==> src/common/exec_cfg.svh <==
`ifndef EXEC_CFG_SVH
`define EXEC_CFG_SVH

////////////////////////////////////////////////////////////
// execute stage widths
////////////////////////////////////////////////////////////

// full operand and result width, also the packed register width
`define EXEC_DATA_W 64

// scalar arithmetic path, upper bits of scalar results are zero
`define EXEC_SCALAR_W 32

// alu opcode field
`define EXEC_OP_W 5

`endif

==> src/common/exec_pkg.sv <==
`include "exec_cfg.svh"

package exec_pkg;

    ////////////////////////////////////////////////////////////
    // opcodes and operand size
    ////////////////////////////////////////////////////////////

    typedef enum logic [`EXEC_OP_W-1:0] {
        op_and,
        op_or,
        op_not,
        op_mov_a,
        op_mov_b,
        op_cld,
        op_std,
        op_add,
        op_bsf,
        op_cmpxchg,
        op_daa,
        op_sal,
        op_sar,
        op_paddw,
        op_paddd,
        op_packsswb,
        op_packssdw,
        op_punpckhbw,
        op_punpckhw
    } alu_op_e;

    // picks sign bit and zero-test width
    typedef enum logic [1:0] {
        sz_byte,
        sz_word,
        sz_dword,
        sz_qword
    } op_size_e;

    ////////////////////////////////////////////////////////////
    // flags
    ////////////////////////////////////////////////////////////

    // eflags bits consumed by daa and the shifts
    typedef struct packed {
        logic af;
        logic cf;
        logic of;
    } in_flags_t;

    // per-unit flags, zf_own lets a unit override the zero test
    typedef struct packed {
        logic cf;
        logic af;
        logic of;
        logic zf_own;
        logic zf_val;
        logic cc_valid;
    } arith_flags_t;

    typedef struct packed {
        logic [`EXEC_DATA_W-1:0] result;
        arith_flags_t            flags;
    } unit_out_t;

    typedef struct packed {
        logic cf;
        logic pf;
        logic af;
        logic zf;
        logic sf;
        logic of;
        logic df;
    } flags_t;

    ////////////////////////////////////////////////////////////
    // request and response
    ////////////////////////////////////////////////////////////

    typedef struct packed {
        alu_op_e                 op;
        op_size_e                size;
        logic                    shf_one;
        logic [`EXEC_DATA_W-1:0] op_a;
        logic [`EXEC_DATA_W-1:0] op_b;
        logic [`EXEC_DATA_W-1:0] op_c;
        in_flags_t               in_flags;
    } exec_req_t;

    typedef struct packed {
        logic [`EXEC_DATA_W-1:0] result;
        flags_t                  flags;
        logic                    cc_valid;
        logic                    swap;
    } exec_rsp_t;

endpackage

==> src/alu/alu_int.sv <==
`timescale 1ns/10ps
`include "exec_cfg.svh"

module alu_int import exec_pkg::*; (
    input  exec_req_t req,
    output unit_out_t out,
    output logic      swap
);
    localparam int DW = `EXEC_DATA_W;
    localparam int SW = `EXEC_SCALAR_W;
    localparam int IW = $clog2(SW);

    logic [SW-1:0] a_s;
    logic [SW-1:0] b_s;
    logic [SW-1:0] c_s;
    logic [SW:0]   add_sum;
    logic [SW:0]   cmp_diff;
    logic          cmp_eq;
    logic [IW-1:0] bsf_idx;
    logic          bsf_zero;
    logic [7:0]    al;
    logic [7:0]    al_adj;
    logic          daa_lo;
    logic          daa_hi;

    assign a_s = req.op_a[SW-1:0];
    assign b_s = req.op_b[SW-1:0];
    assign c_s = req.op_c[SW-1:0];

    // carry out lands in the extra top bit
    assign add_sum  = {1'b0, a_s} + {1'b0, b_s};
    // top bit is the borrow of a - c
    assign cmp_diff = {1'b0, a_s} - {1'b0, c_s};
    assign cmp_eq   = (a_s == c_s);

    assign swap = (req.op == op_cmpxchg) && cmp_eq;

    ////////////////////////////////////////////////////////////
    // bit scan forward
    ////////////////////////////////////////////////////////////

    // scan from the top so the lowest set bit wins
    always_comb begin
        bsf_idx = '0;
        for (int i = SW - 1; i >= 0; i--) begin
            if (a_s[i]) begin
                bsf_idx = IW'(i);
            end
        end
    end

    assign bsf_zero = (a_s == '0);

    ////////////////////////////////////////////////////////////
    // decimal adjust after add
    ////////////////////////////////////////////////////////////

    assign al     = req.op_a[7:0];
    assign daa_lo = (al[3:0] > 4'd9) || req.in_flags.af;
    // high correction looks at the original al, not the low-adjusted one
    assign daa_hi = (al > 8'h99) || req.in_flags.cf;
    assign al_adj = al + (daa_lo ? 8'h06 : 8'h00) + (daa_hi ? 8'h60 : 8'h00);

    ////////////////////////////////////////////////////////////
    // result and flag select
    ////////////////////////////////////////////////////////////

    always_comb begin
        out = '0;
        out.flags.cc_valid = 1'b1;
        case (req.op)
            op_and:   out.result = req.op_a & req.op_b;
            op_or:    out.result = req.op_a | req.op_b;
            op_not:   out.result = ~req.op_a;
            op_mov_a: out.result = req.op_a;
            op_mov_b: out.result = req.op_b;
            op_std:   out.result = DW'(1);
            op_add: begin
                out.result   = DW'(add_sum[SW-1:0]);
                out.flags.cf = add_sum[SW];
                out.flags.af = a_s[4] ^ b_s[4] ^ add_sum[4];
                // same-sign inputs with a flipped sign out
                out.flags.of = (a_s[SW-1] == b_s[SW-1]) && (add_sum[SW-1] != a_s[SW-1]);
            end
            op_bsf: begin
                out.result       = DW'(bsf_idx);
                out.flags.zf_own = 1'b1;
                out.flags.zf_val = bsf_zero;
            end
            op_cmpxchg: begin
                out.result       = cmp_eq ? DW'(b_s) : DW'(a_s);
                out.flags.cf     = cmp_diff[SW];
                out.flags.af     = a_s[4] ^ c_s[4] ^ cmp_diff[4];
                out.flags.of     = (a_s[SW-1] != c_s[SW-1]) &&
                                   (cmp_diff[SW-1] != a_s[SW-1]);
                out.flags.zf_own = 1'b1;
                out.flags.zf_val = cmp_eq;
            end
            op_daa: begin
                out.result   = DW'(al_adj);
                out.flags.af = daa_lo;
                out.flags.cf = daa_hi;
            end
            // cld and the non-integer opcodes give zero
            default: out.result = '0;
        endcase
    end

endmodule

==> src/alu/alu_shift.sv <==
`timescale 1ns/10ps
`include "exec_cfg.svh"

module alu_shift import exec_pkg::*; (
    input  exec_req_t req,
    output unit_out_t out
);
    localparam int DW = `EXEC_DATA_W;
    localparam int SW = `EXEC_SCALAR_W;
    localparam int CW = $clog2(SW);

    logic [SW-1:0] a_s;
    logic [CW-1:0] cnt;
    logic          over;
    logic          is_sar;
    logic [SW:0]   sal_ext;
    logic [SW:0]   sar_ext;
    logic [SW-1:0] res;
    logic          cf;
    logic          of;

    assign a_s    = req.op_a[SW-1:0];
    assign is_sar = (req.op == op_sar);
    assign cnt    = req.shf_one ? CW'(1) : req.op_b[CW-1:0];
    // count bits above the 5-bit field mean the shift clears everything
    assign over   = !req.shf_one && |req.op_b[7:CW];

    // extra bit catches the last bit shifted out
    assign sal_ext = {1'b0, a_s} << cnt;
    assign sar_ext = $signed({a_s, 1'b0}) >>> cnt;

    always_comb begin
        if (over) begin
            res = is_sar ? {SW{a_s[SW-1]}} : '0;
            cf  = is_sar & a_s[SW-1];
        end else if (is_sar) begin
            res = sar_ext[SW:1];
            cf  = sar_ext[0];
        end else begin
            res = sal_ext[SW-1:0];
            cf  = sal_ext[SW];
        end
    end

    // of is only defined for single-bit shifts, else keep the old value
    always_comb begin
        if (!over && cnt == CW'(1)) begin
            of = is_sar ? 1'b0 : (res[SW-1] ^ cf);
        end else begin
            of = req.in_flags.of;
        end
    end

    always_comb begin
        out                = '0;
        out.result         = DW'(res);
        out.flags.cf       = cf;
        out.flags.of       = of;
        // zero count leaves the flags untouched
        out.flags.cc_valid = over || (cnt != '0);
    end

endmodule

==> src/alu/alu_simd.sv <==
`timescale 1ns/10ps
`include "exec_cfg.svh"

module alu_simd import exec_pkg::*; (
    input  exec_req_t req,
    output unit_out_t out
);
    localparam int DW = `EXEC_DATA_W;

    logic [DW-1:0] paddw_r;
    logic [DW-1:0] paddd_r;
    logic [DW-1:0] packsswb_r;
    logic [DW-1:0] packssdw_r;
    logic [DW-1:0] punpckhbw_r;
    logic [DW-1:0] punpckhw_r;

    // signed word to signed byte with clamping
    function automatic logic [7:0] sat_w2b(input logic [15:0] w);
        if ($signed(w) > 16'sd127) begin
            return 8'h7f;
        end else if ($signed(w) < -16'sd128) begin
            return 8'h80;
        end
        return w[7:0];
    endfunction

    // signed dword to signed word with clamping
    function automatic logic [15:0] sat_d2w(input logic [31:0] d);
        if ($signed(d) > 32'sd32767) begin
            return 16'h7fff;
        end else if ($signed(d) < -32'sd32768) begin
            return 16'h8000;
        end
        return d[15:0];
    endfunction

    ////////////////////////////////////////////////////////////
    // lane operations
    ////////////////////////////////////////////////////////////

    always_comb begin
        for (int i = 0; i < 4; i++) begin
            paddw_r[16*i +: 16]       = req.op_a[16*i +: 16] + req.op_b[16*i +: 16];
            packsswb_r[8*i +: 8]      = sat_w2b(req.op_a[16*i +: 16]);
            packsswb_r[32+8*i +: 8]   = sat_w2b(req.op_b[16*i +: 16]);
            // op_a byte goes in the lower element
            punpckhbw_r[16*i +: 8]    = req.op_a[32+8*i +: 8];
            punpckhbw_r[16*i+8 +: 8]  = req.op_b[32+8*i +: 8];
        end
        for (int i = 0; i < 2; i++) begin
            paddd_r[32*i +: 32]       = req.op_a[32*i +: 32] + req.op_b[32*i +: 32];
            packssdw_r[16*i +: 16]    = sat_d2w(req.op_a[32*i +: 32]);
            packssdw_r[32+16*i +: 16] = sat_d2w(req.op_b[32*i +: 32]);
            punpckhw_r[32*i +: 16]    = req.op_a[32+16*i +: 16];
            punpckhw_r[32*i+16 +: 16] = req.op_b[32+16*i +: 16];
        end
    end

    always_comb begin
        out = '0;
        out.flags.cc_valid = 1'b1;
        case (req.op)
            op_paddw:     out.result = paddw_r;
            op_paddd:     out.result = paddd_r;
            op_packsswb:  out.result = packsswb_r;
            op_packssdw:  out.result = packssdw_r;
            op_punpckhbw: out.result = punpckhbw_r;
            op_punpckhw:  out.result = punpckhw_r;
            default:      out.result = '0;
        endcase
    end

endmodule

==> src/rtl/result_merge.sv <==
`timescale 1ns/10ps
`include "exec_cfg.svh"

module result_merge import exec_pkg::*; (
    input  alu_op_e                 op,
    input  op_size_e                size,
    input  unit_out_t               int_out,
    input  unit_out_t               shf_out,
    input  unit_out_t               simd_out,
    output logic [`EXEC_DATA_W-1:0] result,
    output flags_t                  flags,
    output logic                    cc_valid
);
    unit_out_t sel;
    logic      zf_size;
    logic      sf_size;

    // unit select by opcode group
    always_comb begin
        case (op)
            op_sal, op_sar: sel = shf_out;
            op_paddw, op_paddd, op_packsswb, op_packssdw,
            op_punpckhbw, op_punpckhw: sel = simd_out;
            default: sel = int_out;
        endcase
    end

    always_comb begin
        case (size)
            sz_byte: begin
                zf_size = (sel.result[7:0] == '0);
                sf_size = sel.result[7];
            end
            sz_word: begin
                zf_size = (sel.result[15:0] == '0);
                sf_size = sel.result[15];
            end
            sz_dword: begin
                zf_size = (sel.result[31:0] == '0);
                sf_size = sel.result[31];
            end
            default: begin
                zf_size = (sel.result == '0);
                sf_size = sel.result[`EXEC_DATA_W-1];
            end
        endcase
    end

    assign result   = sel.result;
    assign cc_valid = sel.flags.cc_valid;

    assign flags.cf = sel.flags.cf;
    // even parity of the low byte only
    assign flags.pf = ~^sel.result[7:0];
    assign flags.af = sel.flags.af;
    assign flags.zf = sel.flags.zf_own ? sel.flags.zf_val : zf_size;
    assign flags.sf = sf_size;
    assign flags.of = sel.flags.of;
    assign flags.df = (op == op_std);

endmodule

==> src/rtl/exec_unit.sv <==
`timescale 1ns/10ps
`include "exec_cfg.svh"

module exec_unit import exec_pkg::*; (
    input  logic      clk,
    input  logic      rst_n,
    input  logic      req_valid,
    input  exec_req_t req,
    output logic      req_ready,
    output logic      rsp_valid,
    output exec_rsp_t rsp,
    input  logic      rsp_ready
);
    unit_out_t               int_out;
    unit_out_t               shf_out;
    unit_out_t               simd_out;
    logic                    swap;
    logic [`EXEC_DATA_W-1:0] result;
    flags_t                  flags;
    logic                    cc_valid;
    exec_rsp_t               rsp_d;
    logic                    req_fire;

    ////////////////////////////////////////////////////////////
    // combinational alu
    ////////////////////////////////////////////////////////////

    alu_int u_alu_int (
        .req  (req),
        .out  (int_out),
        .swap (swap)
    );

    alu_shift u_alu_shift (
        .req (req),
        .out (shf_out)
    );

    alu_simd u_alu_simd (
        .req (req),
        .out (simd_out)
    );

    result_merge u_result_merge (
        .op       (req.op),
        .size     (req.size),
        .int_out  (int_out),
        .shf_out  (shf_out),
        .simd_out (simd_out),
        .result   (result),
        .flags    (flags),
        .cc_valid (cc_valid)
    );

    assign rsp_d = '{result: result, flags: flags, cc_valid: cc_valid, swap: swap};

    ////////////////////////////////////////////////////////////
    // output register
    ////////////////////////////////////////////////////////////

    // slot frees up in the same cycle the consumer takes it
    assign req_ready = !rsp_valid || rsp_ready;
    assign req_fire  = req_valid && req_ready;

    always_ff @(posedge clk or negedge rst_n) begin
        if (!rst_n) begin
            rsp_valid <= 1'b0;
        end else if (req_fire) begin
            rsp_valid <= 1'b1;
        end else if (rsp_ready) begin
            rsp_valid <= 1'b0;
        end
    end

    always_ff @(posedge clk) begin
        if (req_fire) begin
            rsp <= rsp_d;
        end
    end

endmodule

==> config.mk <==
export PLATFORM = sky130hd
export DESIGN_NAME = exec_unit
export DESIGN_NICKNAME = d
export VERILOG_FILES = /design/src/common/exec_pkg.sv /design/src/alu/alu_int.sv /design/src/alu/alu_shift.sv /design/src/alu/alu_simd.sv /design/src/rtl/result_merge.sv /design/src/rtl/exec_unit.sv
export VERILOG_INCLUDE_DIRS = /design/src /design/src/common
export SDC_FILE = /design/constraint.sdc
export NUM_CORES = 1
export LEC_CHECK = 0
export BUFFER_PORTS_ARGS = -buffer_cell sky130_fd_sc_hd__buf_2
export CORE_MARGIN = 2
export CORE_UTILIZATION = 25
export CTS_BUF_LIST = sky130_fd_sc_hd__clkbuf_2 sky130_fd_sc_hd__clkbuf_4 sky130_fd_sc_hd__clkbuf_8
export CTS_CLUSTER_DIAMETER = 40
export DETAILED_ROUTE_END_ITERATION = 12
export PLACE_DENSITY = 0.43
export RECOVER_POWER = 25
export SLEW_MARGIN = 10
export SYNTH_ARGS = -nofsm -noshare
export SYNTH_HDL_FRONTEND = slang
export SYNTH_HIERARCHICAL = 1
export SYNTH_SLANG_ARGS = --single-unit
==> constraint.sdc <==
create_clock -name clk -period 1.49 [get_ports clk]
set_input_delay 0.2235 -clock clk [delete_from_list [all_inputs] [get_ports clk]]
set_output_delay 0.2235 -clock clk [all_outputs]
set_load 0.005 [all_outputs]
==> results.md <==
* Number of setup violations in the final report at 72
* TritonCTS clock tree: done
* Final-layout fill cell count at 8622
* Post-synthesis area per instance at 7.38 µm²
* Cell type with the highest aggregate area in the netlist: sky130_fd_sc_hd__edfxtp_1
* Post-synthesis sequential area ratio at 10.5%
* Fraction of synthesized cell area taken by the top area cell type at 10.4%
* Die H at 294 µm
* Clk Tree Root Cell: sky130_fd_sc_hd__clkbuf_8
* Synth top area cells: sky130_fd_sc_hd__edfxtp_1 10%, sky130_fd_sc_hd__ha_1 9.9%, sky130_fd_sc_hd__a21oi_1 6.0%
* Row cnt at 106
* Cell with the biggest individual delay on the critical path: sky130_fd_sc_hd__a222oi_1
* Via count at 30274
* Worst supply voltage drop on vdd at 0.913 mV
* Remaining global-route overflow at 0
* Insertion delay of the later-clocked pin in the worst-skew pair at 0.37 ns
* Clock transition at the register clock pins on the worst setup and hold paths after CTS at 0.08 ns
* Yosys cell types at 122
* Max-cap violations at 0
* Detail-routed net length per standard cell at 26.9 µm
* Number of search-and-repair iterations in the first detailed-routing pass at 7
* Antenna violation net count after detailed routing at 0
* Worst path most repeated cell: sky130_fd_sc_hd__buf_6
* Share of flip-flops with an asynchronous set or reset after synthesis at 1.35%
* Tightest Pin Transition at 0.934 ns
* Number of top-level design ports at 282
* Part of the cycle the worst path needs at 268%
* Fin Clk Skew at 0.00524 ns
* Total GRT Usage at 31.3%
* Die outline width at 294 µm
* Status: finished with violations
* Number of cells on the critical path at 16
* DRC violations left at 0
* Pin count of the biggest net entering global routing at 65
* Setup repair after global routing missed its margin: true
* Power Density at 491 nW/µm²
* Post-layout power at 17.7 mW
* Worst setup EP type: register
* Longest individual stage delay on the worst path at 0.59 ns
* Most common cell in the netlist: sky130_fd_sc_hd__nand2_1
* Final Hold Violating Endpoints at 0
* Startpoint Class: input port
* Primary FF master, synth: sky130_fd_sc_hd__edfxtp_1
* Core Footprint at 83600 µm²
* Area of the multi-input gates at 19700 µm²
* Violations in the final reports: setup timing
* Buffers plus inverters on the worst setup path at 5
* Achievable clock frequency at 250 MHz
* Final HPWL from detailed placement at 115000 µm
* Category of cells accounting for the largest share of critical-path delay: compound AO/OA/AOI/OAI gates
* Area of all sequential standard cells at 2220 µm²
* Worst Setup Path Type: in2reg
* Post-synthesis to final-layout area growth at 70.7%
* Cell depth of the worst min-delay path at 2
* Wire length after detailed routing at 140000 µm
* Endpoint arrival time on the critical path at 4.11 ns
* Final core area utilization at 43.0%
* Synthesized instance count at 2855
* Number of synthesized register bits at 74
* Fraction of layout instances using a drive strength above 1 at 47.0%
* Sink count of the clock tree at 74
* CP Cell Sequence: buf_6 > ha_4 > nand4_1 > nor3_4 > buf_12 > nand4_1 > buf_6 > a22oi_2 > nor2_4 > buf_6 > a222oi_1 > o211ai_1 > nand2_1 > nand2_4 > buf_6 > mux4_2
* Final setup slack of the worst path at -2.51 ns
* IO buf count at 249
* H-tree levels at 3
* Die area at 86600 µm²
* Post-layout min period at 4.00 ns
* Worst-path maximum fanout at 5
* Cell area reported after detailed placement at 32300 µm²
* Type of the tightest min-delay check: in2reg
* Layout Nets at 4515
* Placer Congestion at 1.03
* 1st-iter DRT viols at 3791
* Count of flip-flops with a built-in enable after synthesis at 73
* Post-Layout Inst Area at 36000 µm²
* Top cells by count, synth: 259 x sky130_fd_sc_hd__nand2_1, 251 x sky130_fd_sc_hd__a21oi_1, 190 x sky130_fd_sc_hd__o21ai_0
* Number of antenna violations at the first check in global routing at 9
* Fin. max-slew vios at 0
* Yosys warns at 6
* FF-to-FF path depth at 3
* First-pass GRT wire length at 200000 µm
* Maximum buffer depth of the clock tree at 2
* Post-DR vias/cell at 5.80
* Leakage power total at 16.2 nW
* Critical Path RT at 1.60 ns
* Remaining max-slew budget at the tightest pin at 37.2%
* Number of global-route vias before repair at 28658
* Initial cell density of the core at 25.2%
* Number of buffers created by CTS at 9
* Mapped Area at 21100 µm²
==> cells in the final DEF (no fill, tap or decap), drive strengths merged, types with 24 or more instances in the layout <==
cell type and n:
xor2 47, nor4 49, nand2 260, buf 1449, nor2 176, a22o 38
nand3 52, o21ai 222, a22oi 57, mux4 53, edfxtp 73, a31oi 25
nor3 41, a21oi 253, a222oi 41, clkbuf 32, inv 155, ha 166
o22ai 81, a221oi 34, a211oi 31, a21o 100, mux2i 68, xnor2 40
conb 42, and3 26, o211ai 95, nand4 58, o2111ai 24, nand2b 60
==> per-layer routing <==
layer / up-vias / track usage, % / wire length [µm]
met1: 14653 / 44.4 / 62100
met2: 1758 / 46.0 / 57800
met3: 276 / 6.73 / 14400
li1: 13585 / - / -
met4: 2 / 11.6 / 6120
met5: - / 0 / 13
==> path summary, 6_finish.rpt <==
path                                         endpoint                   from  slack [ns]
worst min register to register  rsp_valid$_DFFE_PN0P_  rsp_valid$_DFFE_PN0P_        0.52
max in group asynchronous       rsp_valid$_DFFE_PN0P_                  rst_n        1.24
worst max register to register      rsp[15]$_DFFE_PP_  rsp_valid$_DFFE_PN0P_        0.10
min in group asynchronous       rsp_valid$_DFFE_PN0P_                  rst_n        0.17
worst min-delay path            rsp_valid$_DFFE_PN0P_              req_valid        0.05
worst max-delay path                 rsp[4]$_DFFE_PP_               req[156]       -2.51
==> final cells by class <==
class / count / share of cell area, %
well taps: 1080 / 3.76
inverters: 154 / 1.68
diodes: 3 / 0.0209
repair buffers: 1474 / 33.0
clock inverters: 7 / 0.233
multi-input cells: 2423 / 54.8
clock buffers: 9 / 0.345
flip-flops and latches: 74 / 6.17
==> repair_timing <==
item                                    CTS  global route
cloned                                    4             1
endpoints found under the hold margin     1             0
pin swaps                               170           156
gates resized for setup                 423           194
buffers inserted                         77            62
hold buffers                              1             0
endpoints found under the setup margin   72            72
==> registers in the layout, summed over array words and instances (netlist names) <==
signal,cells
rsp,73
rsp_valid,1
==> per-stage QoR <==
stage | setup TNS (ns) | hold WS, ns | instances | setup slack (ns)
floorplan | -64.36 | -0.0721 | 2893 | -2.03
global placement | -129.70 | -0.000514 | 5104 | -2.99
detailed placement | -130.15 | 0.000966 | 5104 | -2.93
CTS | -88.52 | 0.0302 | 5188 | -2.21
global route | -99.10 | 0.0362 | 5223 | -2.50
finish | -97.50 | 0.0539 | 5224 | -2.51
==> worst register-to-register path, cell delays in order, from the launching register on <==
cell and delay [ns]:
sky130_fd_sc_hd__dfrtp_1 0.39, sky130_fd_sc_hd__nand2b_2 0.08, sky130_fd_sc_hd__and2_2 0.37, sky130_fd_sc_hd__buf_12 0.25
==> where the power goes <==
| group | leakage, nW | switching, mW | internal, mW | total, mW |
|---|---|---|---|---|
| logic | 15.4 | 7.23 | 6.27 | 13.5 |
| registers | 0.736 | 0.0530 | 2.48 | 2.53 |
| clock network | 0.103 | 0.832 | 0.804 | 1.64 |
| total | 16.2 | 8.11 | 9.55 | 17.7 |
==> cell families (layout without fill, tap and decap cells) <==
logic type                 after synthesis  count (layout)  share of synthesized area (%)
AOI/OAI and AO/OA                     1164            1164                           37.8
and+or+nand+nor                        830             830                           19.6
buffers and inverters                  396            1644                           8.61
adders and majority gates              172             172                           10.4
muxes                                  128             128                           9.36
xor gates and xnor gates                87              87                           3.62
DFF                                     74              74                           10.5
other                                    4              45                         0.0713
No activity file was read; power rests on OpenSTA's default activity.
